===== src/hw/plic_pkg.sv =====
// ######################################
// Fixed register map, one-bit priorities.
// Source 0 is reserved and never pending.
// ######################################
`default_nettype none

package plic_pkg;

    // Bus field widths.
    typedef logic [21:0] lsioc_addr_t;
    typedef logic [31:0] lsioc_data_t;
    typedef logic [2:0]  lsioc_opc_t;
    typedef logic [1:0]  lsioc_err_t;

    typedef logic [7:0] reg_val_t;   // Internal register width.
    typedef logic [2:0] claim_id_t;  // Zero means no interrupt.
    typedef logic [7:0] src_vec_t;   // Bit n is source n.

    localparam lsioc_opc_t OPC_READ    = 3'b000;
    localparam lsioc_opc_t OPC_WRITE   = 3'b001;
    localparam lsioc_opc_t OPC_AMOAND  = 3'b100;
    localparam lsioc_opc_t OPC_AMOOR   = 3'b101;
    localparam lsioc_opc_t OPC_AMOSWAP = 3'b110;
    localparam lsioc_opc_t OPC_AMOXOR  = 3'b111;

    localparam lsioc_err_t RESP_OK = 2'b00;

    localparam int NUM_CONTEXTS = 4;
    localparam int REQ_W        = 57;  // Address, data, opcode.

    // Priority of source n sits at ADDR_PRIO_BASE + 4*n.
    localparam lsioc_addr_t ADDR_PRIO_BASE     = 22'h000000;
    localparam lsioc_addr_t ADDR_PENDING       = 22'h001000;
    localparam lsioc_addr_t ADDR_ENABLE_BASE   = 22'h002000;
    localparam lsioc_addr_t ADDR_ENABLE_STRIDE = 22'h000080;
    localparam lsioc_addr_t ADDR_THRESH_BASE   = 22'h200000;
    localparam lsioc_addr_t ADDR_THRESH_STRIDE = 22'h001000;
    localparam lsioc_addr_t ADDR_CLAIM_OFS     = 22'h000004;  // Past threshold.

    // Interrupt targets.
    typedef enum logic [1:0] {
        CTX_HART0_M = 2'd0,
        CTX_HART0_S = 2'd1,
        CTX_HART1_M = 2'd2,
        CTX_HART1_S = 2'd3
    } ctx_t;

endpackage

`default_nettype wire


===== src/hw/lsioc_skid_buffer.sv =====
// ######################################
// Two entries, in-order drain.
// consume_i only while out_vld_o is high.
// ######################################
`timescale 1ns/1ps
`default_nettype none

module lsioc_skid_buffer #(
    parameter int DATA_W = 32
) (
    input  wire               lsioc_clk_i,
    input  wire               rst_n_i,
    input  wire               in_vld_i,
    input  wire  [DATA_W-1:0] in_data_i,
    input  wire               consume_i,
    output logic              in_busy_o,
    output logic              out_vld_o,
    output logic [DATA_W-1:0] out_data_o
);

    logic              main_vld;
    logic              spare_vld;
    logic [DATA_W-1:0] main_data;
    logic [DATA_W-1:0] spare_data;
    logic              push;

    // Spare only fills behind a full main.
    assign push = in_vld_i && !spare_vld;

    always_ff @(posedge lsioc_clk_i or negedge rst_n_i) begin
        if (!rst_n_i) begin
            main_vld  <= 1'b0;
            spare_vld <= 1'b0;
        end else if (spare_vld) begin
            if (consume_i) begin
                spare_vld <= 1'b0;  // Spare moves up.
            end
        end else if (main_vld) begin
            if (push && !consume_i) begin
                spare_vld <= 1'b1;
            end else if (!push && consume_i) begin
                main_vld <= 1'b0;
            end
        end else if (push) begin
            main_vld <= 1'b1;
        end
    end

    always_ff @(posedge lsioc_clk_i) begin
        if (spare_vld) begin
            if (consume_i) begin
                main_data <= spare_data;
            end
        end else if (push) begin
            if (!main_vld || consume_i) begin
                main_data <= in_data_i;
            end else begin
                spare_data <= in_data_i;
            end
        end
    end

    assign in_busy_o  = spare_vld;  // Both entries full.
    assign out_vld_o  = main_vld;
    assign out_data_o = main_data;

endmodule

`default_nettype wire


===== src/hw/plic_reg_stage.sv =====
// ######################################
// Only the low data byte is stored.
// Responses always carry RESP_OK.
// ######################################
`timescale 1ns/1ps
`default_nettype none

module plic_reg_stage (
    input  wire                                 lsioc_clk_i,
    input  wire                                 rst_n_i,
    input  wire                                 req_vld_i,
    input  wire  [plic_pkg::REQ_W-1:0]          req_data_i,
    input  wire  plic_pkg::src_vec_t            pending_i,
    input  wire                                 tx_busy_i,
    input  wire  plic_pkg::claim_id_t           claim_id_i [plic_pkg::NUM_CONTEXTS],
    output logic                                consume_o,
    output logic                                tx_vld_o,
    output plic_pkg::lsioc_data_t               tx_data_o,
    output plic_pkg::lsioc_err_t                tx_err_o,
    output plic_pkg::src_vec_t                  prio_o,
    output plic_pkg::src_vec_t                  enable_o [plic_pkg::NUM_CONTEXTS],
    output logic [plic_pkg::NUM_CONTEXTS-1:0]   threshold_o,
    output plic_pkg::src_vec_t                  claimed_o [plic_pkg::NUM_CONTEXTS]
);

    plic_pkg::lsioc_addr_t req_addr;
    plic_pkg::lsioc_data_t req_wdata;
    plic_pkg::lsioc_opc_t  req_opc;

    plic_pkg::src_vec_t                prio_q;
    plic_pkg::src_vec_t                enable_q [plic_pkg::NUM_CONTEXTS];
    logic [plic_pkg::NUM_CONTEXTS-1:0] thresh_q;
    plic_pkg::src_vec_t                claimed_q [plic_pkg::NUM_CONTEXTS];

    plic_pkg::ctx_t      en_ctx;
    plic_pkg::ctx_t      th_ctx;
    plic_pkg::claim_id_t prio_idx;
    logic                prio_sel;
    logic                en_sel;
    logic                th_sel;
    logic                cl_sel;

    plic_pkg::reg_val_t rd_val;
    plic_pkg::reg_val_t wr_val;
    logic               wr_en;
    plic_pkg::src_vec_t claim_oh;
    plic_pkg::src_vec_t done_oh;

    assign {req_addr, req_wdata, req_opc} = req_data_i;
    assign consume_o = req_vld_i && !tx_busy_i;

    // Context index comes from the stride bits, then the full address is checked.
    assign en_ctx   = plic_pkg::ctx_t'(req_addr[8:7]);
    assign th_ctx   = plic_pkg::ctx_t'(req_addr[13:12]);
    assign prio_idx = req_addr[4:2];

    assign prio_sel = ({req_addr[21:5], 3'b000, req_addr[1:0]} == plic_pkg::ADDR_PRIO_BASE)
                      && (prio_idx != 3'd0);
    assign en_sel   = req_addr == plic_pkg::ADDR_ENABLE_BASE
                      + plic_pkg::ADDR_ENABLE_STRIDE * plic_pkg::lsioc_addr_t'(en_ctx);
    assign th_sel   = req_addr == plic_pkg::ADDR_THRESH_BASE
                      + plic_pkg::ADDR_THRESH_STRIDE * plic_pkg::lsioc_addr_t'(th_ctx);
    assign cl_sel   = req_addr == plic_pkg::ADDR_THRESH_BASE + plic_pkg::ADDR_CLAIM_OFS
                      + plic_pkg::ADDR_THRESH_STRIDE * plic_pkg::lsioc_addr_t'(th_ctx);

    always_comb begin
        rd_val = '0;  // Unmapped reads as zero.
        if (prio_sel) begin
            rd_val = {7'b0, prio_q[prio_idx]};
        end else if (req_addr == plic_pkg::ADDR_PENDING) begin
            rd_val = pending_i;
        end else if (en_sel) begin
            rd_val = enable_q[en_ctx];
        end else if (th_sel) begin
            rd_val = {7'b0, thresh_q[th_ctx]};
        end else if (cl_sel) begin
            rd_val = {5'b0, claim_id_i[th_ctx]};
        end
    end

    always_comb begin
        wr_val = req_wdata[7:0];
        wr_en  = 1'b1;
        case (req_opc)
            plic_pkg::OPC_READ:    wr_en = 1'b0;
            plic_pkg::OPC_WRITE,
            plic_pkg::OPC_AMOSWAP: wr_val = req_wdata[7:0];
            plic_pkg::OPC_AMOAND:  wr_val = rd_val & req_wdata[7:0];
            plic_pkg::OPC_AMOOR:   wr_val = rd_val | req_wdata[7:0];
            plic_pkg::OPC_AMOXOR:  wr_val = rd_val ^ req_wdata[7:0];
            default:               wr_en = 1'b0;
        endcase
    end

    // One-hot of the ID being claimed and of the ID being completed.
    assign claim_oh = plic_pkg::src_vec_t'(1) << claim_id_i[th_ctx];
    assign done_oh  = (plic_pkg::src_vec_t'(1) << wr_val[2:0]) & 8'hFE;

    always_ff @(posedge lsioc_clk_i or negedge rst_n_i) begin
        if (!rst_n_i) begin
            prio_q    <= '0;
            enable_q  <= '{default: '0};
            thresh_q  <= '0;
            claimed_q <= '{default: '0};
        end else if (consume_o) begin
            if (wr_en) begin
                if (prio_sel) begin
                    prio_q[prio_idx] <= wr_val[0];
                end
                if (en_sel) begin
                    enable_q[en_ctx] <= wr_val & 8'hFE;  // No source 0.
                end
                if (th_sel) begin
                    thresh_q[th_ctx] <= wr_val[0];
                end
                if (cl_sel) begin
                    // Clears nothing unless the ID was claimed.
                    claimed_q[th_ctx] <= claimed_q[th_ctx] & ~done_oh;
                end
            end else if (cl_sel) begin
                claimed_q[th_ctx] <= claimed_q[th_ctx] | (claim_oh & 8'hFE);
            end
        end
    end

    always_ff @(posedge lsioc_clk_i or negedge rst_n_i) begin
        if (!rst_n_i) begin
            tx_vld_o  <= 1'b0;
            tx_data_o <= '0;
            tx_err_o  <= plic_pkg::RESP_OK;
        end else if (!tx_busy_i) begin
            tx_vld_o <= req_vld_i;
            if (req_vld_i) begin
                tx_data_o <= {24'b0, rd_val};  // Old value.
                tx_err_o  <= plic_pkg::RESP_OK;
            end
        end
    end

    assign prio_o      = prio_q;
    assign enable_o    = enable_q;
    assign threshold_o = thresh_q;
    assign claimed_o   = claimed_q;

endmodule

`default_nettype wire


===== src/hw/plic_target_arbiter.sv =====
// ######################################
// Highest ID wins; eip_o lags one cycle.
// ######################################
`timescale 1ns/1ps
`default_nettype none

module plic_target_arbiter (
    input  wire                         lsioc_clk_i,
    input  wire                         rst_n_i,
    input  wire  plic_pkg::src_vec_t    pending_i,
    input  wire  plic_pkg::src_vec_t    prio_i,
    input  wire  plic_pkg::src_vec_t    enable_i,
    input  wire  plic_pkg::src_vec_t    claimed_i,
    input  wire                         threshold_i,
    output plic_pkg::claim_id_t         claim_id_o,
    output logic                        eip_o
);

    plic_pkg::src_vec_t eligible;
    logic               above_thresh;

    // Pending, prioritized, enabled and not yet claimed here.
    assign eligible = pending_i & prio_i & enable_i & ~claimed_i & 8'hFE;

    // Priority encoder, upper sources override lower.
    always_comb begin
        claim_id_o = '0;
        for (int i = 1; i < 8; i++) begin
            if (eligible[i]) begin
                claim_id_o = plic_pkg::claim_id_t'(i);
            end
        end
    end

    // All eligible sources have priority 1, so only threshold 0 lets them through.
    assign above_thresh = 1'b1 > threshold_i;

    always_ff @(posedge lsioc_clk_i or negedge rst_n_i) begin
        if (!rst_n_i) begin
            eip_o <= 1'b0;
        end else begin
            eip_o <= (|eligible) && above_thresh;
        end
    end

endmodule

`default_nettype wire


===== src/hw/plic_top.sv =====
// ######################################
// int_i must be synchronous and level.
// eip_o bit c belongs to context c.
// ######################################
`timescale 1ns/1ps
`default_nettype none

module plic_top (
    input  wire                                 lsioc_clk_i,
    input  wire                                 rst_n_i,

    input  wire                                 lsioc_rx_vld_i,
    input  wire  plic_pkg::lsioc_addr_t         lsioc_rx_addr_i,
    input  wire  plic_pkg::lsioc_data_t         lsioc_rx_data_i,
    input  wire  plic_pkg::lsioc_opc_t          lsioc_rx_opc_i,
    output wire                                 lsioc_rx_busy_o,

    output wire                                 lsioc_tx_vld_o,
    output wire  plic_pkg::lsioc_data_t         lsioc_tx_data_o,
    output wire  plic_pkg::lsioc_err_t          lsioc_tx_err_o,
    input  wire                                 lsioc_tx_busy_i,

    input  wire  [6:0]                          int_i,
    output wire  [plic_pkg::NUM_CONTEXTS-1:0]   eip_o
);

    wire                               req_vld;
    wire [plic_pkg::REQ_W-1:0]         req_data;
    wire                               consume;
    wire plic_pkg::src_vec_t           pending;
    wire plic_pkg::src_vec_t           prio;
    wire plic_pkg::src_vec_t           enable [plic_pkg::NUM_CONTEXTS];
    wire [plic_pkg::NUM_CONTEXTS-1:0]  threshold;
    wire plic_pkg::src_vec_t           claimed [plic_pkg::NUM_CONTEXTS];
    wire plic_pkg::claim_id_t          claim_id [plic_pkg::NUM_CONTEXTS];

    assign pending = {int_i, 1'b0};  // Source 0 never pends.

    lsioc_skid_buffer #(
        .DATA_W (plic_pkg::REQ_W)
    ) u_skid (
        .lsioc_clk_i (lsioc_clk_i),
        .rst_n_i     (rst_n_i),
        .in_vld_i    (lsioc_rx_vld_i),
        .in_data_i   ({lsioc_rx_addr_i, lsioc_rx_data_i, lsioc_rx_opc_i}),
        .consume_i   (consume),
        .in_busy_o   (lsioc_rx_busy_o),
        .out_vld_o   (req_vld),
        .out_data_o  (req_data)
    );

    plic_reg_stage u_regs (
        .lsioc_clk_i (lsioc_clk_i),
        .rst_n_i     (rst_n_i),
        .req_vld_i   (req_vld),
        .req_data_i  (req_data),
        .pending_i   (pending),
        .tx_busy_i   (lsioc_tx_busy_i),
        .claim_id_i  (claim_id),
        .consume_o   (consume),
        .tx_vld_o    (lsioc_tx_vld_o),
        .tx_data_o   (lsioc_tx_data_o),
        .tx_err_o    (lsioc_tx_err_o),
        .prio_o      (prio),
        .enable_o    (enable),
        .threshold_o (threshold),
        .claimed_o   (claimed)
    );

    for (genvar c = 0; c < plic_pkg::NUM_CONTEXTS; c++) begin : g_ctx
        plic_target_arbiter u_arb (
            .lsioc_clk_i (lsioc_clk_i),
            .rst_n_i     (rst_n_i),
            .pending_i   (pending),
            .prio_i      (prio),
            .enable_i    (enable[c]),
            .claimed_i   (claimed[c]),
            .threshold_i (threshold[c]),
            .claim_id_o  (claim_id[c]),
            .eip_o       (eip_o[c])
        );
    end

endmodule

`default_nettype wire


===== config.mk =====
export PLATFORM = sky130hd
export DESIGN_NAME = plic_top
export DESIGN_NICKNAME = d
export VERILOG_FILES = /design/src/hw/plic_pkg.sv /design/src/hw/lsioc_skid_buffer.sv /design/src/hw/plic_reg_stage.sv /design/src/hw/plic_target_arbiter.sv /design/src/hw/plic_top.sv
export SDC_FILE = /design/constraint.sdc
export NUM_CORES = 1
export LEC_CHECK = 0
export BUFFER_PORTS_ARGS = -buffer_cell sky130_fd_sc_hd__buf_2
export CAP_MARGIN = 25
export CORE_MARGIN = 2
export CORE_UTILIZATION = 30
export CTS_CLUSTER_DIAMETER = 100
export DETAILED_ROUTE_END_ITERATION = 10
export GPL_TIMING_DRIVEN = 0
export PLACE_DENSITY = 0.46
export SLEW_MARGIN = 5
export SYNTH_ARGS = -nofsm -noshare
export SYNTH_HDL_FRONTEND = slang
export SYNTH_HIERARCHICAL = 1
export SYNTH_SLANG_ARGS = --single-unit

===== constraint.sdc =====
create_clock -name lsioc_clk_i -period 4 [get_ports lsioc_clk_i]
set_input_delay 0.4 -clock lsioc_clk_i [delete_from_list [all_inputs] [get_ports lsioc_clk_i]]
set_output_delay 0.4 -clock lsioc_clk_i [all_outputs]
set_load 0.02 [all_outputs]

* Word-level counts from Yosys, hierarchy flattened
Index checks and enable logic that the tools add are counted.
** Word-level totals
- Flip-flop bits (word level) :: 205
- Input bits :: 68
- Output and inout bits :: 40
- Logic and storage cells :: 182
** Operators by class
- $add $sub $neg :: 3
- Magnitude comparators :: 12
- Equal/unequal tests :: 10
- Shift-type cells :: 2
- Mux-type cells :: 76
- Bitwise gates (word level) :: 24
- Reduce and logical (&&, ||, !) cells :: 35
** Operators by type and width (count)
- $mux 57 :: 4
- $bwmux 32 :: 3
- $mux 32 :: 3
- $and 8x8->8 :: 11
- $mux 3 :: 27
- $mux 8 :: 10
- $eq 22x22->1 :: 3
- $add 22x14->22 const A :: 2
- $not 8->8 :: 5
- $bmux 8 s2 :: 2
- $demux 8 s2 :: 2
- $reduce_or 7->1 :: 4
- $pmux 8 s3 :: 1
- $eq 22x13->1 const B :: 1
- $logic_not 19->1 :: 1
- $mux 1 :: 17
- $or 8x8->8 :: 2
- $shl 1x3->8 const A :: 2
- $add 14x9->15 const A :: 1
- $reduce_and 3->1 :: 5
- $logic_and 1x1->1 :: 13
- $eq 3x3->1 const B :: 4
- $bwmux 8 :: 1
- $xor 8x8->8 :: 1
- 23 further kinds :: 37

* Depth between registers and ports, before layout
Gate-level depths: netlist of run 1.
- Word-level depth :: 26
- Gate-level depth with buffers :: 13
- Depth with buffers taken out :: 13

* Cells and area by module
The synthesis of run 1 kept the hierarchy.
** By module, submodules not included
- plic_reg_stage :: instances 1, cells an instance 495, area an instance 5041.1 sq um, seq. area each 2026.9 sq um
- lsioc_skid_buffer :: instances 1, cells an instance 188, area an instance 4500.6 sq um, seq. area each 3473.3 sq um
- plic_target_arbiter :: instances 4, cells an instance 18, area an instance 162.7 sq um, seq. area each 25.0 sq um
- plic_top :: instances 1, cells an instance 1, area an instance 3.8 sq um, seq. area each 0.0 sq um

* Least setup slack after synthesis of run 1
OpenSTA, ideal clock, no wires.
- Path type :: register to register
- Start :: reg u_skid.main_data[42], in the netlist u_skid/out_data_o[42]
- End :: reg u_regs.claimed_q (netlist bit u_regs/claimed_o[13])
- Setup time :: 0.142 ns
- Arrival :: 3.361 ns
- Data required time :: 3.858 ns
- Setup slack :: 0.496 ns
- Cell stages (with the launch flop) :: 11
- Buffers on the path :: 1
- Clock period less this slack :: 3.504 ns
- Path through :: edfxtp_1 > buf_1 > mux4_2 > a222oi_1 > ha_1 > nor2b_1 > a211oi_1 > a211oi_1 > nand2_1 > o31ai_1 > a21oi_1
** On the way
- Word-level cells in the longest chain between the ends :: 15
- Elaborated cells on any way between the ends :: 27
- Those cells by class :: add/sub (1); eq/ne (4); shift (1); mux (12); bitwise (6); reduce/logical (3)
** RTL lines
- start, declared :: RTL line lsioc_skid_buffer.sv:23 : logic [DATA_W-1:0] main_data;
- start signal, assigned :: RTL line lsioc_skid_buffer.sv:52 : main_data <= spare_data;
- start signal, assigned :: RTL line lsioc_skid_buffer.sv:56 : main_data <= in_data_i;
- parallel branches: the longest is 15 deep, another holds $add 14x9->15
- end signal, assigned by index :: RTL line plic_reg_stage.sv:118 : claimed_q[th_ctx] <= claimed_q[th_ctx] & ~done_oh;
- end signal, assigned by index :: RTL line plic_reg_stage.sv:121 : claimed_q[th_ctx] <= claimed_q[th_ctx] | (claim_oh & 8'hFE);
- end, declared :: RTL line plic_reg_stage.sv:33 : plic_pkg::src_vec_t claimed_q [plic_pkg::NUM_CONTEXTS];
Several ways; the timed one is not identified. The select of a mux whose other input is x is not followed.
A chain may end at the register's enable or synchronous reset.

==> impl.org, run 1 <==
** Timing
- The worst path uses 96.6% of the clock period.
- The worst path needs 3.86 ns of the cycle, external delays included.
- The number of hold violations in the final report is 0.
- Highest attainable clock frequency :: 259 MHz
- On the final layout, the worst clock skew is 0.0241 ns.
- Setup repair after global routing left no endpoint under its margin.
- The number of pins exceeding their max-slew limit in the final report is 0.
- Setup violations remaining at the end of the flow were counted as 0.
- Max transition margin :: between 40% and 50%
- Transition time of the tightest slew-check pin :: slightly below 0.9 ns
- The worst path meets setup with 0.137 ns of slack.

** Clocking
- Inserted Clock Buffers :: 17
- Reg clk slew, reported paths :: 0.08 ns
- TritonCTS built the clock tree.
- The tree is rooted in a sky130_fd_sc_hd__clkbuf_16.
- Clock tree sinks :: roughly 150
- Max clock buf depth :: 2
- H-tree depth reported by CTS :: 4
- Latest clock arrival within the worst-skew pair :: roughly 0.43 ns

** Floorplan
- Chip height :: 169 um
- Num ports :: ~110
- Chip width :: 169 um
- Area enclosed by the die boundary :: 28700 um^2
- Placeable core region :: 26900 um^2
- Effective utilization at floorplan :: 30.5%
- In this run the core area contains 60 standard-cell rows.

** Yosys
- Warning count from the yosys run :: 6
- Summed instance area of the synthesized netlist :: between 8000 and 9000 um^2
- After synthesis, the mean cell area works out to 12.3 um^2.
- Cells after synthesis :: 670

** Detailed routing
- Summed over all layers, the routed wires come to between 20000 and 25000 um.
- Detail Route Antenna Nets :: 0
- After detailed routing, the number of vias per cell comes to roughly 5.
- The detailed router finished its first iteration with around 340 violations.
- Detailed-route wire length per cell :: 18.6 um
- Remaining design rule violation count :: 0
- The first detailed-routing pass ran for 5 iterations.
- The detailed router placed 5699 vias in this run.

** Finish
- Fraction of final layout cells sized beyond drive strength 1 :: slightly above 30%
- Final instance count without filler cells :: 1140
- Counting the fill cells in the layout gives 2662.
- Inserted Diodes :: 0
- The area growth from synthesis to layout is 20.4%.
- End-of-flow core utilization :: 36.8%
- After the last flow step, the layout net total stands at 869.

** Worst setup path
- For the worst setup path, the data arrival time is a little over 4 ns.
- Nature of the critical path endpoint :: flop
- The worst setup path is launched from a flop.
- The worst setup path is of the reg2reg kind.
- In this run the worst path has a maximum fanout of 6.
- At the worst endpoint, the required time is 4.27 ns.
- Reg-to-reg slack, setup :: 0.14 ns

** Pwr
- Dividing total power by cell area gives a power density of 515 nW/um^2.
- IR analysis of the VDD net gives a maximum drop of 0.000301 V.
- In this run the static leakage power is roughly 0.0042 uW.

** Global routing
- Wire length of the first global-routing pass :: 33500 um
- Global routing used between 10% and 20% of the available tracks.
- Number of global-route vias before repair :: 5590
- Congestion Overflow GR :: 0
- Entering global routing, the biggest net connects 43 pins.
- The initial antenna violation count was 0.

** Status
- The flow ran to the end, and the final reports show no timing, DRC or antenna violations.

** Placement
- The congestion estimate from routability-driven global placement came to 0.866.
- Counting tap cells, the placed design contains a total of between 1000 and 1500 instances.
- Count of input and output buffers :: 57
- The wire-length estimate of the detail-placed layout is 16300 um.
- Dpl ws :: -1.08 ns

** Flow run
- The tool flagged a number of max-cap violations equal to 0.

** Hold path
- In this run the worst hold path is classified as in2reg.
[cell usage in the layout, fill, tap and decap left out, types with 27 or more instances in the layout]
cell,instances
sky130_fd_sc_hd__a21oi_1,38
sky130_fd_sc_hd__buf_2,58
sky130_fd_sc_hd__buf_4,42
sky130_fd_sc_hd__conb_1,27
sky130_fd_sc_hd__dfrtp_1,82
sky130_fd_sc_hd__edfxtp_1,66
sky130_fd_sc_hd__mux2_4,31
sky130_fd_sc_hd__mux2i_1,37
sky130_fd_sc_hd__nand2_1,52
sky130_fd_sc_hd__nor2_1,34
[power by group]
group | internal, uW | total (uW) | switching (uW)
logic | 611 | 1500 | 885
clock network | 844 | 1600 | 758
registers | 1870 | 1990 | 118
[registers in the layout, indices dropped and copies added, names as in the netlist]
name and count:
u_skid/out_data_o 33, u_skid/out_vld_o 1, u_regs/tx_vld_o 1, u_skid/spare_data 33, g_ctx.u_arb/eip_o 4, u_regs/prio_o 8
u_regs/enable_o 28, u_regs/threshold_o 4, u_skid/in_busy_o 1, u_regs/claimed_o 28, u_regs/tx_data_o 8
[final cells by class]
type	count	area (um^2)	area share, %
Clock inverter	15	181	1.84
Multi-Input combinational cell	466	3890	39.4
Inverter	27	101	1.03
Tap cell	341	427	4.32
Sequential cell	149	4060	41.1
Timing Repair Buffer	74	438	4.43
Buffer	51	359	3.63
Clock buffer	17	425	4.30
[critical path: stages (launching register included)]
cell	delay (ns)
sky130_fd_sc_hd__dfrtp_1	0.46
sky130_fd_sc_hd__and4b_1	0.26
sky130_fd_sc_hd__o21ba_1	0.21
sky130_fd_sc_hd__o31ai_2	0.24
sky130_fd_sc_hd__mux2i_1	0.16
sky130_fd_sc_hd__mux4_2	0.56
sky130_fd_sc_hd__o211ai_1	0.28
sky130_fd_sc_hd__ha_1	0.20
sky130_fd_sc_hd__or3b_2	0.10
sky130_fd_sc_hd__a21oi_1	0.08
sky130_fd_sc_hd__or3_1	0.44
sky130_fd_sc_hd__o2111a_2	0.25
sky130_fd_sc_hd__o41ai_4	0.34
sky130_fd_sc_hd__a21oi_1	0.14
[routing by layer]
metal | share of wire [%] | vias to the layer above | GRT usage, % | wire, um
met4 | 1.5 | 0 | 4.05 | 314
met1 | 49 | 2795 | 21.7 | 10300
met5 | 0 | - | 0 | 0
met2 | 46 | 155 | 24.4 | 9770
li1 | - | 2728 | - | -
met3 | 3.8 | 21 | 2.68 | 805
[through the flow]
stage	setup TNS (ns)	hold WS [ns]	area [um^2]	total power, uW
finish	0	0.152	9890	5090
floorplan	0	0.104	8300	3040
global placement	-21.82	0.457	9010	3420
detailed placement	-23.78	0.449	9050	3440
CTS	0	0.134	9810	5130
global route	0	0.136	9890	5370
[path summary, 6_finish.rpt]
check / start / end / cells past startpoint
setup / recovery: u_regs/prio_o[2]$_DFFE_PN0P_ / u_regs/claimed_o[9]$_DFFE_PN0P_ / 13
hold / removal: lsioc_rx_addr_i[16] / u_skid/spare_data[51]$_DFFE_PP_ / 1
setup reg to reg: u_regs/prio_o[2]$_DFFE_PN0P_ / u_regs/claimed_o[9]$_DFFE_PN0P_ / 13
hold reg to reg: u_regs/prio_o[0]$_DFFE_PN0P_ / u_regs/prio_o[0]$_DFFE_PN0P_ / 1
max in group asynchronous: rst_n_i / u_regs/enable_o[10]$_DFFE_PN0P_ / 3
min in group asynchronous: rst_n_i / u_regs/claimed_o[22]$_DFFE_PN0P_ / 2
[timing repair]
| item | in CTS | in global routing |
|---|---|---|
| gates cloned | 0 | 0 |
| setup buffers | 11 | 4 |
| setup endpoints to repair | 54 | 35 |
| hold endpoints to repair | 12 | 0 |
| gates resized for setup | 12 | 10 |
| hold buffers | 1 | 0 |
| pin swaps | 6 | 5 |
Power figures use the tool's default switching activity.
==> inputs of run 2 (changes only) <==
--- a/config.mk
+++ b/config.mk
@@ -7,12 +7,11 @@
 export LEC_CHECK = 0
 export BUFFER_PORTS_ARGS = -buffer_cell sky130_fd_sc_hd__buf_2
 export CAP_MARGIN = 25
-export CORE_MARGIN = 2
-export CORE_UTILIZATION = 30
+export CORE_UTILIZATION = 38
 export CTS_CLUSTER_DIAMETER = 100
 export DETAILED_ROUTE_END_ITERATION = 10
 export GPL_TIMING_DRIVEN = 0
-export PLACE_DENSITY = 0.46
+export PLACE_DENSITY = 0.56
 export SLEW_MARGIN = 5
 export SYNTH_ARGS = -nofsm -noshare
 export SYNTH_HDL_FRONTEND = slang
==> run 2 against run 1 <==
  * Largest power group unchanged
  * Clock skew shrank 0.011 ns
  * Global-route usage grew 4.8 points
  * Critical endpoint is now u_regs/claimed_o[1]$_DFFE_PN0P_
  * Sequential share of layout area increased by 0.11 points
  * Sequential power about the same
  * Critical path type unchanged
  * Critical path depth did not move
  * Final cell count shrank 5.7%
  * Largest cell class unchanged
==> impl.org, run 2 (synthesized netlist as in run 1, its figures left out) <==
** Finish
- Area of the multi-input gates :: just under 4000 um^2
- Inserted Diodes :: 0
- Fraction of final layout cells sized beyond drive strength 1 :: 31.4%
- Leaving out fill and tap cells, the most frequent cell in the layout is sky130_fd_sc_hd__dfrtp_1.
- Count of filler cells inserted in the layout :: 1893
- The sequential cells in the finished layout cover a total of 4060 um^2.
- For this run, the post-layout net count is 870.
- Most frequent cells in the layout :: sky130_fd_sc_hd__dfrtp_1, sky130_fd_sc_hd__edfxtp_1, sky130_fd_sc_hd__buf_2, sky130_fd_sc_hd__nand2_1, sky130_fd_sc_hd__buf_4
- P&R area growth vs syn :: 20.2%

** Global routing
- Antenna violations before repair :: 0
- Gr usage total :: between 20 and 25%
- The first global-routing pass estimated 33400 um of wire.
- Entering global routing, the biggest net connects 44 pins.
- The number of global-route vias before repair was about 5900.
- Congestion Overflow GR :: 0

** Floorplan
- The floorplan step defined a die boundary enclosing 22200 um^2.
- Num ports :: 108
- For this configuration, the core starts out at a cell density of 38.9%.
- The die is 149 um wide.
- Chip height :: 149 um
- Standard-cell row count :: 53
- The floorplan step defined a core boundary enclosing 21100 um^2.

** Timing
- Final setup violation count :: 0
- The number of pins exceeding their max-slew limit in the final report came to 0.
- Highest attainable clock frequency :: about 260 MHz
- Number of hold violations in the final report :: 0
- Fin crit share :: 98.0%
- Final worst path period need :: roughly 3.9 ns
- Once routing completed, OpenROAD measured the worst setup slack at about 0.08 ns.
- Setup repair after global routing missed its margin :: yes
- Worst clock skew :: about 0.013 ns
- Headroom to the max-slew limit came out at 42.7%.
- Transition time of the tightest slew-check pin :: approximately 0.86 ns

** Detailed routing
- Per-cell via count in the routed design :: 5.46
- Pre-antenna DRT Iters :: 5
- The first routing iteration left 385 violations.
- In the final routed layout, each cell accounts on average for just under 20 um.
- Total detailed-routing wirelength :: 21400 um
- Detail Route Antenna Nets :: 0
- The final route contains 5874 vias.
- Remaining design rule violation count :: 0

** Worst setup path
- Start-to-end type of the worst setup path :: reg2reg
- The worst setup path is captured at a flop.
- Along the worst path, the maximum fanout reaches 4.
- At the worst endpoint, the required time is 4.27 ns.
- Data on the critical path arrives at its endpoint at 4.19 ns.
- Worst Setup Start Kind :: flop

** Clocking
- TritonCTS created 17 clock buffers.
- Counting every sink on the clock net gives approximately 150.
- The clock reaches the later pin of the worst-skew pair after roughly 0.43 ns.
- The H-tree generated during clock tree synthesis spans 4 levels.
- Root buffer cell :: sky130_fd_sc_hd__clkbuf_16
- The clock passes through at most 2 buffers.
- TritonCTS built the clock tree.
- Clock-pin slew was measured on the worst setup and hold paths at 0.07 ns.

** Placement
- Count of input and output buffers :: 57
- Timing analysis after detailed placement gives a worst setup slack of -0.993 ns.
- The HPWL after detailed placement is 16500 um.
- Gp weighted congestion :: about 0.9

** Flow run
- Maximum Capacitance Violations :: 0

** Pwr
- Cell internal pwr :: 3520 uW
- Fraction of power consumed by combinational cells :: between 20% and 30%
- In this run the power density over the cells is 528 nW/um^2.
- Max rail drop VDD :: around 0.00035 V
- For this design the static power due to leakage is 0.00422 uW.
- Power spent charging and discharging nets :: 1680 uW
- Share of total power in the clock network :: 32.1%
- Seq pwr share :: between 30% and 40%
- Sum of internal, switching and leakage power :: 5210 uW
- Switching power as a share of total power :: 32.3%

** Hold path
- In this run the worst hold path is classified as in2reg.

** Status
- Status :: completed
## run 2: cell count changes in the layout (fill, tap and decap cells not counted), moves of 2 or more
cell / change
sky130_fd_sc_hd__inv_8: -2
sky130_fd_sc_hd__clkbuf_8: +2
sky130_fd_sc_hd__clkinv_8: -6
sky130_fd_sc_hd__dfrtp_1: -3
sky130_fd_sc_hd__dfrtp_2: +3
sky130_fd_sc_hd__bufinv_16: +2
sky130_fd_sc_hd__clkbuf_1: +2
sky130_fd_sc_hd__inv_4: +2
## run 2: timing repair
action / CTS / global route
setup endpoints to repair: 49 / 38
buffers inserted: 6 / 8
hold buffers: 1 / 0
hold endpoints to repair: 40 / 0
gates resized for setup: 10 / 23
gates cloned: 0 / 0
pin swaps: 6 / 15
## run 2: power groups by stage
stage	Clock [uW]	Sequential, uW	Combinational (uW)
global route	1770	2020	1660
CTS	1710	2000	1460
detailed placement	0	2010	1450
global placement	0	2010	1370
floorplan	0	1990	1050
finish	1670	2000	1540
## run 2: worst max-delay path: stages, from the launching register on
cell                       delay [ns]
sky130_fd_sc_hd__dfrtp_1         0.40
sky130_fd_sc_hd__nand4b_1        0.27
sky130_fd_sc_hd__o21ba_4         0.28
sky130_fd_sc_hd__o31ai_4         0.28
sky130_fd_sc_hd__mux2i_2         0.13
sky130_fd_sc_hd__mux4_2          0.54
sky130_fd_sc_hd__o211ai_1        0.29
sky130_fd_sc_hd__ha_2            0.23
sky130_fd_sc_hd__or3b_4          0.13
sky130_fd_sc_hd__a21oi_4         0.05
sky130_fd_sc_hd__or3_4           0.36
sky130_fd_sc_hd__o2111a_2        0.22
sky130_fd_sc_hd__o41ai_4         0.47
sky130_fd_sc_hd__a21oi_1         0.12
## run 2: worst paths after layout
check	slack, ns	end	startpoint	cells after the start
worst max-delay path	0.08	u_regs/claimed_o[1]$_DFFE_PN0P_	u_regs/claimed_o[17]$_DFFE_PN0P_	13
worst min-delay path	0.16	u_skid/spare_data[54]$_DFFE_PP_	lsioc_rx_addr_i[19]	1
worst max register to register	0.08	u_regs/claimed_o[1]$_DFFE_PN0P_	u_regs/claimed_o[17]$_DFFE_PN0P_	13
worst min register to register	0.48	u_regs/tx_data_o[7]$_DFFE_PN0P_	u_regs/tx_data_o[7]$_DFFE_PN0P_	2
max in group asynchronous	2.86	u_regs/prio_o[2]$_DFFE_PN0P_	rst_n_i	3
min in group asynchronous	0.51	u_regs/tx_data_o[7]$_DFFE_PN0P_	rst_n_i	2
## run 2: area by class of cell
type / count / area share [%]
inverter: 27 / 1.03
buffer: 52 / 3.74
clock buffer: 21 / 4.88
multi-input combinational: 466 / 39.7
tap: 275 / 3.49
sequential: 149 / 41.2
clock inverter: 11 / 1.33
timing repair buffer: 74 / 4.64
## run 2: stage by stage
step / TNS [ns] / utilization [%] / cells / hold slack [ns] / cell area, um^2
4_1_cts: -0.00548 / 46.1 / 1067 / 0.147 / 9710
2_1_floorplan: 0 / - / 695 / 0.104 / 8300
5_1_grt: -0.463 / 46.8 / 1075 / 0.148 / 9870
3_5_place_dp: -20.23 / 42.6 / 1029 / 0.424 / 8990
6_report: 0 / 46.8 / 1075 / 0.161 / 9870
3_3_place_gp: -18.75 / 42.4 / 1027 / 0.470 / 8930
## run 2: routing by layer
metal  part of all wire, %  routed length (um)  global-route usage (%)  up-vias
met5                     0                   0                       0        -
met4                   3.1                 656                    8.32        0
met3                   4.7                1000                    3.61       43
met2                    48               10400                    33.5      201
met1                    44                9340                    25.9     2900
li1                      -                   -                       -     2730
